**src/common/clkPkg.sv**
```systemverilog
// Clock-control unit shared definitions
// Register map, function opcodes, run states and bundled signal types
`default_nettype none

package clkPkg;

  // Bus and field widths
  localparam int APB_ADDR_W = 8;
  localparam int APB_DATA_W = 32;
  localparam int TIME_W = 2;
  localparam int RATE_W = 2;

  // Register word addresses
  localparam logic [APB_ADDR_W-1:0] ADDR_CMD = 8'h00;
  localparam logic [APB_ADDR_W-1:0] ADDR_RATE = 8'h04;
  localparam logic [APB_ADDR_W-1:0] ADDR_BURST = 8'h08;
  localparam logic [APB_ADDR_W-1:0] ADDR_DISABLE = 8'h0C;
  localparam logic [APB_ADDR_W-1:0] ADDR_CHECK = 8'h10;
  localparam logic [APB_ADDR_W-1:0] ADDR_STATUS = 8'h14;
  localparam logic [APB_ADDR_W-1:0] ADDR_ERRCLR = 8'h18;

  // Function opcodes written to ADDR_CMD
  typedef enum logic [2:0] {
    NOP = 3'd0,
    START = 3'd1,
    STOP = 3'd2,
    SINGLE_STEP = 3'd3,
    EBOX_SS = 3'd4,
    BURST = 3'd5,
    RESET_ON = 3'd6,
    RESET_OFF = 3'd7
  } clkFunc_e;

  typedef enum logic [1:0] {
    STOPPED = 2'd0,
    RUNNING = 2'd1,
    BURSTING = 2'd2,
    STEPPING = 2'd3
  } runState_e;

  // Configuration held by the register block
  typedef struct packed {
    logic [RATE_W-1:0] rateDiv;
    logic crmDis;
    logic edpDis;
    logic ctlDis;
    logic fmParCheck;
    logic cramParCheck;
    logic dramParCheck;
    logic errStopEn;
    logic spare;
  } clkConfig_t;

  typedef struct packed {
    logic valid;
    clkFunc_e op;
  } clkCmd_t;

  typedef struct packed {
    logic ebox;
    logic crm;
    logic edp;
    logic ctl;
  } sectionEn_t;

  // Parity-good flags from the datapath
  typedef struct packed {
    logic fmOk;
    logic cramOk;
    logic dramOk;
  } parityIn_t;

  typedef struct packed {
    logic fmErr;
    logic cramErr;
    logic dramErr;
  } errFlags_t;

endpackage

`default_nettype wire

```
**src/logic/clkApbRegs.sv**
```systemverilog
// Clock-control APB register block
// Holds configuration, turns writes into command strobes and reads back status
`default_nettype none
`timescale 1ns/1ps

module clkApbRegs #(
  parameter int BURST_WIDTH = 8
) (
  input wire logic CLK,
  input wire logic reset,
  input wire logic PSEL,
  input wire logic PENABLE,
  input wire logic PWRITE,
  input wire logic [clkPkg::APB_ADDR_W-1:0] PADDR,
  input wire logic [clkPkg::APB_DATA_W-1:0] PWDATA,
  output logic [clkPkg::APB_DATA_W-1:0] PRDATA,
  output logic PREADY,
  output logic PSLVERR,
  input wire clkPkg::runState_e runState,
  input wire logic [BURST_WIDTH-1:0] burstRemaining,
  input wire clkPkg::errFlags_t errFlags,
  input wire logic mrReset,
  output clkPkg::clkConfig_t cfg,
  output clkPkg::clkCmd_t cmd,
  output logic burstLoad,
  output logic [BURST_WIDTH-1:0] burstValue,
  output logic errClear
);

  logic access;
  logic wrEn;
  logic addrErr;
  logic [clkPkg::APB_DATA_W-1:0] rdData;

  assign access = PSEL && PENABLE;
  assign wrEn = access && PWRITE && !addrErr;

  // Zero wait states
  assign PREADY = 1'b1;
  assign PSLVERR = access && addrErr;
  assign PRDATA = rdData;

  // Address decode and read mux
  always_comb begin
    addrErr = 1'b0;
    rdData = '0;
    case (PADDR)
      clkPkg::ADDR_CMD: addrErr = !PWRITE;
      clkPkg::ADDR_RATE: rdData[clkPkg::RATE_W-1:0] = cfg.rateDiv;
      clkPkg::ADDR_BURST: rdData[BURST_WIDTH-1:0] = burstRemaining;
      clkPkg::ADDR_DISABLE: rdData[2:0] = {cfg.ctlDis, cfg.edpDis, cfg.crmDis};
      clkPkg::ADDR_CHECK: begin
        rdData[4:0] = {cfg.spare, cfg.errStopEn, cfg.dramParCheck,
                       cfg.cramParCheck, cfg.fmParCheck};
      end
      clkPkg::ADDR_STATUS: begin
        addrErr = PWRITE;
        rdData[5:0] = {mrReset, errFlags, runState};
      end
      clkPkg::ADDR_ERRCLR: addrErr = !PWRITE;
      default: addrErr = 1'b1;
    endcase
  end

  // Configuration and one-cycle strobes
  always_ff @(posedge CLK) begin
    if (reset) begin
      cfg <= '0;
      cmd <= '0;
      burstLoad <= 1'b0;
      errClear <= 1'b0;
    end else begin
      cmd.valid <= wrEn && (PADDR == clkPkg::ADDR_CMD);
      cmd.op <= clkPkg::clkFunc_e'(PWDATA[2:0]);
      burstLoad <= wrEn && (PADDR == clkPkg::ADDR_BURST);
      errClear <= wrEn && (PADDR == clkPkg::ADDR_ERRCLR);
      if (wrEn) begin
        case (PADDR)
          clkPkg::ADDR_RATE: cfg.rateDiv <= PWDATA[clkPkg::RATE_W-1:0];
          clkPkg::ADDR_DISABLE: {cfg.ctlDis, cfg.edpDis, cfg.crmDis} <= PWDATA[2:0];
          clkPkg::ADDR_CHECK: begin
            {cfg.spare, cfg.errStopEn, cfg.dramParCheck,
             cfg.cramParCheck, cfg.fmParCheck} <= PWDATA[4:0];
          end
          default: ;
        endcase
      end
    end
  end

  // Burst length travels with burstLoad
  always_ff @(posedge CLK) begin
    if (reset) begin
      burstValue <= '0;
    end else if (wrEn && PADDR == clkPkg::ADDR_BURST) begin
      burstValue <= PWDATA[BURST_WIDTH-1:0];
    end
  end

  // Access phase always follows a selected setup phase
  penableNeedsPsel: assert property (
    @(posedge CLK) disable iff (reset) $rose(PENABLE) |-> PSEL
  ) else $error("PENABLE rose without PSEL");

endmodule

`default_nettype wire

```
**src/logic/clkErrorCheck.sv**
```systemverilog
// Parity-error capture
// Sticky parity flags sampled at EBOX clock time and the error-stop request
`default_nettype none
`timescale 1ns/1ps

module clkErrorCheck (
  input wire logic CLK,
  input wire logic reset,
  input wire clkPkg::sectionEn_t sectionEn,
  input wire clkPkg::parityIn_t parity,
  input wire clkPkg::clkConfig_t cfg,
  input wire logic errClear,
  output clkPkg::errFlags_t errFlags,
  output logic errorStop
);

  clkPkg::errFlags_t detected;

  // Bad parity counts only where its check is enabled
  always_comb begin
    detected.fmErr = cfg.fmParCheck && !parity.fmOk;
    detected.cramErr = cfg.cramParCheck && !parity.cramOk;
    detected.dramErr = cfg.dramParCheck && !parity.dramOk;
  end

  // Flags stay set until software clears them
  always_ff @(posedge CLK) begin
    if (reset) begin
      errFlags <= '0;
    end else if (errClear) begin
      errFlags <= '0;
    end else if (sectionEn.ebox) begin
      errFlags.fmErr <= errFlags.fmErr || detected.fmErr;
      errFlags.cramErr <= errFlags.cramErr || detected.cramErr;
      errFlags.dramErr <= errFlags.dramErr || detected.dramErr;
    end
  end

  assign errorStop = cfg.errStopEn && (errFlags.fmErr || errFlags.cramErr || errFlags.dramErr);

endmodule

`default_nettype wire

```
**src/logic/clkRunControl.sv**
```systemverilog
// Clock run control
// Run state machine, rate divider, burst counter and master-reset flip-flop
`default_nettype none
`timescale 1ns/1ps

module clkRunControl #(
  parameter int BURST_WIDTH = 8
) (
  input wire logic CLK,
  input wire logic reset,
  input wire clkPkg::clkCmd_t cmd,
  input wire clkPkg::clkConfig_t cfg,
  input wire logic burstLoad,
  input wire logic [BURST_WIDTH-1:0] burstValue,
  input wire logic stepDone,
  input wire logic errorStop,
  output logic gatedTick,
  output clkPkg::runState_e runState,
  output logic [BURST_WIDTH-1:0] burstRemaining,
  output logic mrReset
);

  // Divider reaches 2**(2**RATE_W - 1) cycles
  localparam int DIV_W = 2 ** clkPkg::RATE_W - 1;

  logic [DIV_W-1:0] divCount;
  logic [DIV_W-1:0] tickMask;
  logic divDone;
  logic eboxSs;

  assign tickMask = DIV_W'((1 << cfg.rateDiv) - 1);
  assign divDone = divCount >= tickMask;

  // An EBOX step ends with its own enable, so no extra tick then
  assign gatedTick = (runState != clkPkg::STOPPED) && divDone
                     && !(runState == clkPkg::STEPPING && eboxSs && stepDone);

  always_ff @(posedge CLK) begin
    if (reset) begin
      divCount <= '0;
    end else if (cmd.valid || runState == clkPkg::STOPPED || divDone) begin
      divCount <= '0;
    end else begin
      divCount <= divCount + 1'b1;
    end
  end

  always_ff @(posedge CLK) begin
    if (reset) begin
      runState <= clkPkg::STOPPED;
      eboxSs <= 1'b0;
    end else if (errorStop) begin
      runState <= clkPkg::STOPPED;
    end else if (cmd.valid) begin
      case (cmd.op)
        clkPkg::START: runState <= clkPkg::RUNNING;
        clkPkg::STOP: runState <= clkPkg::STOPPED;
        clkPkg::SINGLE_STEP: begin
          runState <= clkPkg::STEPPING;
          eboxSs <= 1'b0;
        end
        clkPkg::EBOX_SS: begin
          runState <= clkPkg::STEPPING;
          eboxSs <= 1'b1;
        end
        clkPkg::BURST: begin
          runState <= (burstRemaining == '0) ? clkPkg::STOPPED : clkPkg::BURSTING;
        end
        default: ;
      endcase
    end else begin
      case (runState)
        clkPkg::BURSTING: begin
          if (gatedTick && burstRemaining == BURST_WIDTH'(1)) begin
            runState <= clkPkg::STOPPED;
          end
        end
        clkPkg::STEPPING: begin
          if (eboxSs ? stepDone : gatedTick) begin
            runState <= clkPkg::STOPPED;
          end
        end
        default: ;
      endcase
    end
  end

  // Burst down-counter
  always_ff @(posedge CLK) begin
    if (reset) begin
      burstRemaining <= '0;
    end else if (burstLoad) begin
      burstRemaining <= burstValue;
    end else if (runState == clkPkg::BURSTING && gatedTick) begin
      burstRemaining <= burstRemaining - 1'b1;
    end
  end

  // Master reset set and cleared only by command
  always_ff @(posedge CLK) begin
    if (reset) begin
      mrReset <= 1'b0;
    end else if (cmd.valid && cmd.op == clkPkg::RESET_ON) begin
      mrReset <= 1'b1;
    end else if (cmd.valid && cmd.op == clkPkg::RESET_OFF) begin
      mrReset <= 1'b0;
    end
  end

  noTickWhenStopped: assert property (
    @(posedge CLK) disable iff (reset) gatedTick |-> runState != clkPkg::STOPPED
  ) else $error("gatedTick while STOPPED");

endmodule

`default_nettype wire

```
**src/logic/clkSyncDetect.sv**
```systemverilog
// EBOX phase-sync detector
// Counts ticks against the time field, holds on memory wait, drives section enables
`default_nettype none
`timescale 1ns/1ps

module clkSyncDetect (
  input wire logic CLK,
  input wire logic reset,
  input wire logic gatedTick,
  input wire logic [clkPkg::TIME_W-1:0] timeField,
  input wire logic mboxWait,
  input wire logic mboxResp,
  input wire clkPkg::clkConfig_t cfg,
  output clkPkg::sectionEn_t sectionEn,
  output logic stepDone
);

  logic [clkPkg::TIME_W-1:0] tickCount;
  logic respSeen;
  logic syncReached;
  logic fire;

  // This tick completes the microword time
  assign syncReached = gatedTick && (tickCount >= timeField);

  // Outstanding memory wait holds the EBOX clock until a response
  assign fire = syncReached && (!mboxWait || mboxResp || respSeen);

  assign stepDone = sectionEn.ebox;

  always_ff @(posedge CLK) begin
    if (reset) begin
      tickCount <= '0;
    end else if (fire) begin
      tickCount <= '0;
    end else if (gatedTick && !syncReached) begin
      tickCount <= tickCount + 1'b1;
    end
  end

  always_ff @(posedge CLK) begin
    if (reset) begin
      respSeen <= 1'b0;
    end else if (fire || !mboxWait) begin
      respSeen <= 1'b0;
    end else if (mboxResp) begin
      respSeen <= 1'b1;
    end
  end

  // Enables come out the cycle after the sync tick
  always_ff @(posedge CLK) begin
    if (reset) begin
      sectionEn <= '0;
    end else begin
      sectionEn.ebox <= fire;
      sectionEn.crm <= fire && !cfg.crmDis;
      sectionEn.edp <= fire && !cfg.edpDis;
      sectionEn.ctl <= fire && !cfg.ctlDis;
    end
  end

  sectionNeedsEbox: assert property (
    @(posedge CLK) disable iff (reset)
      (sectionEn.crm || sectionEn.edp || sectionEn.ctl) |-> sectionEn.ebox
  ) else $error("Section enable without EBOX enable");

endmodule

`default_nettype wire

```
**src/logic/clkTop.sv**
```systemverilog
// Clock-control unit top level
// APB register block, run control, phase-sync detector and parity checker
`default_nettype none
`timescale 1ns/1ps

module clkTop #(
  parameter int BURST_WIDTH = 8
) (
  input wire logic CLK,
  input wire logic reset,
  input wire logic PSEL,
  input wire logic PENABLE,
  input wire logic PWRITE,
  input wire logic [clkPkg::APB_ADDR_W-1:0] PADDR,
  input wire logic [clkPkg::APB_DATA_W-1:0] PWDATA,
  output logic [clkPkg::APB_DATA_W-1:0] PRDATA,
  output logic PREADY,
  output logic PSLVERR,
  input wire logic [clkPkg::TIME_W-1:0] timeField,
  input wire logic mboxWait,
  input wire logic mboxResp,
  input wire clkPkg::parityIn_t parity,
  output clkPkg::sectionEn_t sectionEn,
  output logic mrReset
);

  clkPkg::clkConfig_t cfg;
  clkPkg::clkCmd_t cmd;
  clkPkg::runState_e runState;
  clkPkg::errFlags_t errFlags;
  logic [BURST_WIDTH-1:0] burstRemaining;
  logic [BURST_WIDTH-1:0] burstValue;
  logic burstLoad;
  logic errClear;
  logic gatedTick;
  logic stepDone;
  logic errorStop;

  clkApbRegs #(.BURST_WIDTH(BURST_WIDTH)) clkApbRegs_inst (
    .CLK(CLK), .reset(reset),
    .PSEL(PSEL), .PENABLE(PENABLE), .PWRITE(PWRITE), .PADDR(PADDR), .PWDATA(PWDATA),
    .PRDATA(PRDATA), .PREADY(PREADY), .PSLVERR(PSLVERR),
    .runState(runState), .burstRemaining(burstRemaining), .errFlags(errFlags),
    .mrReset(mrReset), .cfg(cfg), .cmd(cmd),
    .burstLoad(burstLoad), .burstValue(burstValue), .errClear(errClear)
  );

  clkRunControl #(.BURST_WIDTH(BURST_WIDTH)) clkRunControl_inst (
    .CLK(CLK), .reset(reset), .cmd(cmd), .cfg(cfg),
    .burstLoad(burstLoad), .burstValue(burstValue),
    .stepDone(stepDone), .errorStop(errorStop), .gatedTick(gatedTick),
    .runState(runState), .burstRemaining(burstRemaining), .mrReset(mrReset)
  );

  clkSyncDetect clkSyncDetect_inst (
    .CLK(CLK), .reset(reset), .gatedTick(gatedTick), .timeField(timeField),
    .mboxWait(mboxWait), .mboxResp(mboxResp), .cfg(cfg),
    .sectionEn(sectionEn), .stepDone(stepDone)
  );

  clkErrorCheck clkErrorCheck_inst (
    .CLK(CLK), .reset(reset), .sectionEn(sectionEn), .parity(parity), .cfg(cfg),
    .errClear(errClear), .errFlags(errFlags), .errorStop(errorStop)
  );

endmodule

`default_nettype wire

```
**config.mk**
```make
export PLATFORM = sky130hd
export DESIGN_NAME = clkTop
export DESIGN_NICKNAME = d
export VERILOG_FILES = /design/src/common/clkPkg.sv /design/src/logic/clkApbRegs.sv /design/src/logic/clkErrorCheck.sv /design/src/logic/clkRunControl.sv /design/src/logic/clkSyncDetect.sv /design/src/logic/clkTop.sv
export SDC_FILE = /design/constraint.sdc
export NUM_CORES = 1
export LEC_CHECK = 0
export BUFFER_PORTS_ARGS = -buffer_cell sky130_fd_sc_hd__buf_4
export CAP_MARGIN = 0
export CORE_ASPECT_RATIO = 1.75
export CORE_MARGIN = 4
export CORE_UTILIZATION = 45
export CTS_CLUSTER_DIAMETER = 30
export DETAILED_ROUTE_END_ITERATION = 12
export PLACE_DENSITY_LB_ADDON = 0.15
export SLEW_MARGIN = 5
export SYNTH_ARGS = -nofsm -noshare
export SYNTH_HDL_FRONTEND = slang
export SYNTH_SLANG_ARGS = --single-unit
```
**constraint.sdc**
```tcl
create_clock -name CLK -period 2.2 [get_ports CLK]
set_clock_uncertainty 0.05 [all_clocks]
set_input_delay 0.22 -clock CLK [delete_from_list [all_inputs] [get_ports CLK]]
set_output_delay 0.22 -clock CLK [all_outputs]
set_load 0.01 [all_outputs]
```
==> results.yml, run 1 <==
floorplanning:
  num_rows: 37
  fp.dieH_um: 110
  die_w_um: 66.4
  start_util: 0.461
  coreArea_um2: 5830
  die-area_um2: 7320
  ios: 91
logic_synthesis:
  netlist_area_um2: 2690
  synth_edf_count: 0
  synth_top_area_cell: "dfxtp_1"
  yosys-top-cells-count: "dfxtp_1, nor2_1, buf_4"
  synthTopCellsByArea: "dfxtp_1, mux2i_1, buf_4"
  syn_area_per_cell_um2: 8.35
  ys.flop_type: "dfxtp_1"
  synthArstFlopShare: 0
  synth_cell_types: 43
  syn-instance-count: 322
  yosys.cell_count.top_type: "dfxtp_1"
  synth-seq-cells: 49
  synth_top_area_frac: 0.365
  yosysWarnings: 0
  ys_seq_area_frac: 0.365
global_route:
  use_met2: 0.350
  grt_overflow_total: 0
  grt_max_degree: 44
  grt_first_pass_wirelength_um: 10300
  grt_use_met3: 0.0284
  groute.usage.overall: 0.184
  grt_busiest_layer: "met2"
  first_global_vias: 2150
  antenna_found_initial: 0
  grt_use_met1: 0.199
critical_path:
  critPathRequiredTime_ns: 2.40
  critPathKind: "reg -> reg"
  startpoint: "clkApbRegs_inst.cfg[9]"
  r2r_start: "clkApbRegs_inst.cfg[9]"
  critPathCaptureType: "flop"
  crit_fanout: 9
  cp-start-kind: "flop"
  critPathArrivalTime_ns: 2.31
  ff2ff_setup_slack_ns: 0.09
place:
  post-dp-hpwl_um: 4870
  gp_congestion: 0.847
  port_buffers: 41
sta:
  fmaxAchievable_mhz: 473
  rsz0062_at_grt: "false"
  finalCriticalPeriod_ns: 2.11
  slew_violations: 0
  period_share: 0.960
  setup_viol: 0
  hold_viol_final: 0
  fin_hold_ws_ns: 0.0860
  slew-limit-headroom: 0.628
  worst_slew_pin_slew_ns: 0.553
route:
  dr.pass1.iters: 4
  drtAntennaViolNets: 0
  finalWirelength_um: 6370
  wire_per_inst_um: 14.4
  drc: 0
  vias: 2263
  drtIter0Drc: 84
  vias_per_cell: 5.12
clock_network:
  htreeDepth: 2
  cts_tree: "done"
  cts_buffer_depth: 2
  cts_sinks: 49
  clkTransAtPathRegs_ns: 0.10
  worstSkewPairLatency_ns: 0.31
  cts_inserted_buffers: 5
  post_cts_buffers: 0
  root_buffer: "clkbuf_8"
worst_hold_path:
  min_from: "PWDATA[5]"
  min_path_type: "in -> reg"
finish:
  drive_above_1_share: 0.198
  multi_input_area_um2: 1500
  fin_util: 0.540
  n_fill_cell: 604
  area_delta_synth_final_pct: 17.1
  diodes: 0
  seqCellArea_um2: 981
  nNetsFinal: 423
pwr:
  powerDensity_nw_per_um2: 540
  total_power_w: 0.00170
  p_leak_nw: 1.41
  ir_worst_vdd_mv: 0.324
run:
  maxCapViolations: 0
status:
  status: "completed"
[per-layer routing]
metal | vias to the layer above | share of wire | wire length (um)
li1 | 1136 | - | -
met1 | 1069 | 0.39 | 2490
met2 | 49 | 0.56 | 3590
met3 | 9 | 0.030 | 190
met4 | 0 | 0.016 | 104
met5 | - | 0 | 0
[layout by cell type, fill, tap and decap left out, types with 8 or more instances in the layout]
cell type  synthesis  layout
dfxtp_1           49      49
inv_1             17      17
mux2i_1           26      26
nand2_1           17      17
conb_1             2      25
buf_4             27      52
nor3_1            14      13
a21oi_1           16      15
nand2b_1           8       8
nor2_1            40      40
ha_1               8       8
[flip-flops by register name, indices dropped and copies added (netlist names)]
name / count
clkSyncDetect_inst.stepDone: 1
clkApbRegs_inst.cmd: 4
clkApbRegs_inst.errClear: 1
clkApbRegs_inst.burstValue: 8
clkSyncDetect_inst.tickCount: 2
clkRunControl_inst.burstRemaining: 8
clkSyncDetect_inst.sectionEn: 3
clkRunControl_inst.divCount: 3
clkApbRegs_inst.burstLoad: 1
clkErrorCheck_inst.errFlags: 3
clkRunControl_inst.runState: 2
clkApbRegs_inst.cfg: 10
clkRunControl_inst.mrReset: 1
clkSyncDetect_inst.respSeen: 1
clkRunControl_inst.eboxSs: 1
[kinds of logic (layout without fill, tap and decap cells)]
| kind of cell | Yosys count | after routing | synth area share |
|---|---|---|---|
| muxes | 28 | 28 | 0.105 |
| xor gates and xnor gates | 8 | 8 | 0.0261 |
| and+or+nand+nor | 121 | 121 | 0.232 |
| AOI/OAI and AO/OA | 48 | 48 | 0.113 |
| other | 2 | 25 | 0.00279 |
| adders and majority gates | 8 | 8 | 0.0372 |
| DFF | 49 | 49 | 0.365 |
| buffers and inverters | 58 | 77 | 0.119 |
[critical path, cell delays in order, from the launching register on]
cell and delay, ns:
dfxtp_1 0.32, or2_2 0.29, ha_1 0.28, nor2b_2 0.17, o21ai_2 0.10, buf_4 0.18
or4_1 0.55, nor2_1 0.12
[per-stage QoR]
stage / area, um^2 / setup WS [ns] / TNS (ns) / std cells
CTS: 3140 / 0.0127 / 0 / 442
detailed placement: 3010 / -0.0559 / -0.379 / 434
floorplan: 2780 / 0.0164 / 0 / 345
global route: 3150 / 0.0125 / 0 / 442
finish: 3150 / 0.0870 / 0 / 442
global placement: 3010 / -0.0303 / -0.233 / 434
[area by class of cell]
class	instances	share of cell area
Multi-Input combinational cell	238	0.476
Tap cell	78	0.0310
Sequential cell	49	0.312
Inverter	17	0.0203
Clock inverter	3	0.0151
Timing Repair Buffer	52	0.124
Clock buffer	5	0.0219
[worst paths after layout]
path / end / cells after the start
worst max register to register: clkRunControl_inst.divCount[2] / 7
worst max-delay path: clkRunControl_inst.divCount[2] / 7
worst min register to register: clkRunControl_inst.divCount[0] / 1
worst min-delay path: clkApbRegs_inst.burstValue[5] / 3
[what timing repair did]
action	in CTS	in global routing
gates resized for setup	4	5
hold buffers	0	0
setup endpoints to repair	8	4
[report_power, final]
group / leakage (nW) / switching, W / total (W) / internal (W)
registers: 0.395 / 0.00000702 / 0.000897 / 0.000890
logic: 0.955 / 0.0000768 / 0.000132 / 0.0000547
clock network: 0.0591 / 0.000325 / 0.000672 / 0.000347
(Power assumes the default switching activity.)
==> inputs of run 2 (changes only) <==
- MAX_ROUTING_LAYER: unset -> met4
==> run 2 against run 1 <==
  * Critical path depth rose by 2
  * Register-to-register slack barely moved
  * First-iteration DRC count fell by 7.1%
  * Die area did not move
  * Core utilization did not move
  * Sequential power barely moved
  * Via count barely moved
  * Non-clock buffer count did not move
  * Count of clock-buffer cells in the layout did not move
  * Worst setup slack got worse by 0.0020 ns
  * Global-route usage rose by 0.44 points
  * Sequential cell count did not move
  * Largest cell class unchanged
==> results.yml, run 2 (synthesis gave the netlist of run 1 again) <==
finish:
  reg.largest.list: "clkApbRegs_inst.cfg: 10 flops, clkApbRegs_inst.burstValue: 8 flops, clkRunControl_inst.burstRemaining: 8 flops"
  nNetsFinal: 423
  seqCellArea_um2: 981
  multi_input_area_um2: 1500
  finalNonFillerCells: 442
  largest_reg_flops: 10
  largest-register: "clkApbRegs_inst.cfg"
  fin_util: 0.540
  area_delta_synth_final_pct: 17.1
  drive_above_1_share: 0.198
  diodes: 0
  final_cell_mix: "buf_4, dfxtp_1, nor2_1"
  n_fill_cell: 604
  final_common_cell: "buf_4"
route:
  finalWirelength_um: 6370
  dr.pass1.iters: 4
  vias: 2262
  drc: 0
  drtAntennaViolNets: 0
  drtIter0Drc: 78
  vias_per_cell: 5.12
  wire_per_inst_um: 14.4
pwr:
  ir_worst_vdd_mv: 0.325
  clockPowerShare: 0.396
  power.switching_w: 0.000410
  pwr-share-seq: 0.527
  power_frac_comb: 0.077
  p_int_w: 0.00129
  total_power_w: 0.00170
  switching_share: 0.241
  p_leak_nw: 1.41
  powerDensity_nw_per_um2: 541
sta:
  slew-limit-headroom: 0.635
  setup_viol: 0
  period_share: 0.961
  setup-tns-final_ns: 0
  rsz0062_at_grt: "false"
  hold_viol_final: 0
  worst_slew_pin_slew_ns: 0.543
  finalCriticalPeriod_ns: 2.11
  fmaxAchievable_mhz: 473
  slew_violations: 0
global_route:
  groute.usage.overall: 0.188
  grt_overflow_total: 0
  grt_max_degree: 44
  first_global_vias: 2157
  grt_use_met1: 0.196
  antenna_found_initial: 0
  grt_first_pass_wirelength_um: 10200
  use_met2: 0.350
  grt_use_met3: 0.0284
  grt_busiest_layer: "met2"
critical_path:
  slowest_stage: "or4_4"
  critPathCaptureType: "primary output"
  critPathKind: "in -> out"
  ff2ff_setup_slack_ns: 0.09
  crit_family: "simple AND/OR/NAND/NOR gates"
  worstReg2RegEnd: "clkRunControl_inst.divCount[2]"
  crit_fanout: 4
  cp-start-kind: "primary input"
  rr_worst_depth: 7
  critPathRequiredTime_ns: 1.93
  critPathArrivalTime_ns: 1.84
  crit_chain: "buf_4, or4_4, or2_4, buf_4, nor3_2, buf_4, nand2_1, o21ai_1, buf_4"
  r2r_start: "clkApbRegs_inst.cfg[9]"
  worstPathBufferInverterCount: 4
  cp_slowest_stage_delay_ns: 0.52
  crit_top_cell: "buf_4"
floorplanning:
  ios: 91
  die_w_um: 66.4
  coreArea_um2: 5830
  die-area_um2: 7320
  fp.dieH_um: 110
  num_rows: 37
  start_util: 0.461
worst_hold_path:
  worstHoldPathCells: 3
  min_path_type: "in -> reg"
  hold_end: "clkApbRegs_inst.burstValue[5]"
  min_from: "PWDATA[5]"
place:
  gp_congestion: 0.860
  dp.cells: 434
  post-dp-hpwl_um: 4870
  port_buffers: 41
clock_network:
  cts_sinks: 49
  postCtsHoldBufs: 0
  root_buffer: "clkbuf_8"
  htreeDepth: 2
  cts_tree: "done"
  clkTransAtPathRegs_ns: 0.10
  cts_inserted_buffers: 5
  cts_buffer_depth: 2
  worstSkewPairLatency_ns: 0.31
  post_cts_buffers: 0
run:
  maxCapViolations: 0
status:
  status: "completed"
==> run 2: how the worst max path moves through the flow <==
| stage | start | to | cells after the start |
|---|---|---|---|
| 2_1_floorplan | clkApbRegs_inst.cfg[9] | clkSyncDetect_inst.sectionEn[0] | 7 |
| 3_5_place_dp | PADDR[0] | clkApbRegs_inst.burstValue[4] | 7 |
| 4_1_cts | PADDR[0] | PRDATA[3] | 9 |
| 3_3_place_gp | PADDR[0] | clkApbRegs_inst.burstValue[3] | 7 |
| 6_report | PADDR[0] | PRDATA[4] | 9 |
| 5_1_grt | PADDR[0] | PRDATA[4] | 9 |
==> run 2: worst register-to-register path: stages (launching register included) <==
cell	delay, ns
dfxtp_1	0.32
or2_2	0.29
ha_1	0.28
nor2b_2	0.17
o21ai_2	0.10
buf_4	0.18
or4_1	0.55
nor2_1	0.12
==> run 2: per-stage QoR <==
| step | area, um^2 | setup slack (ns) | hold slack (ns) |
|---|---|---|---|
| floorplan | 2780 | 0.0164 | 0.298 |
| global placement | 3010 | -0.0303 | 0.388 |
| detailed placement | 3010 | -0.0559 | 0.378 |
| CTS | 3140 | 0.0127 | 0.0832 |
| global route | 3150 | 0.0125 | 0.109 |
| finish | 3150 | 0.0850 | 0.0846 |
==> run 2: power groups by stage <==
stage	logic [W]	registers (W)	clock network, W
6_report	0.000131	0.000897	0.000674
5_1_grt	0.000147	0.000898	0.000720
4_1_cts	0.000132	0.000897	0.000683
3_5_place_dp	0.000131	0.000918	0
3_3_place_gp	0.000129	0.000918	0
2_1_floorplan	0.000109	0.000913	0
==> run 2: per-layer routing <==
| layer | up-vias | wire, um |
|---|---|---|
| met5 | - | 0 |
| met3 | 13 | 193 |
| met2 | 49 | 3580 |
| met4 | 0 | 121 |
| met1 | 1063 | 2470 |
| li1 | 1137 | - |
==> run 2: what timing repair did <==
action                                  CTS  global route
pin swaps                                 0             0
gates resized for setup                   4             5
endpoints found under the setup margin    8             4
==> run 2: area by class of cell <==
type	count	area share
Tap cell	78	0.0310
Inverter	17	0.0203
Clock inverter	3	0.0151
Sequential cell	49	0.312
Clock buffer	5	0.0219
Timing Repair Buffer	52	0.124
Multi-Input combinational cell	238	0.476
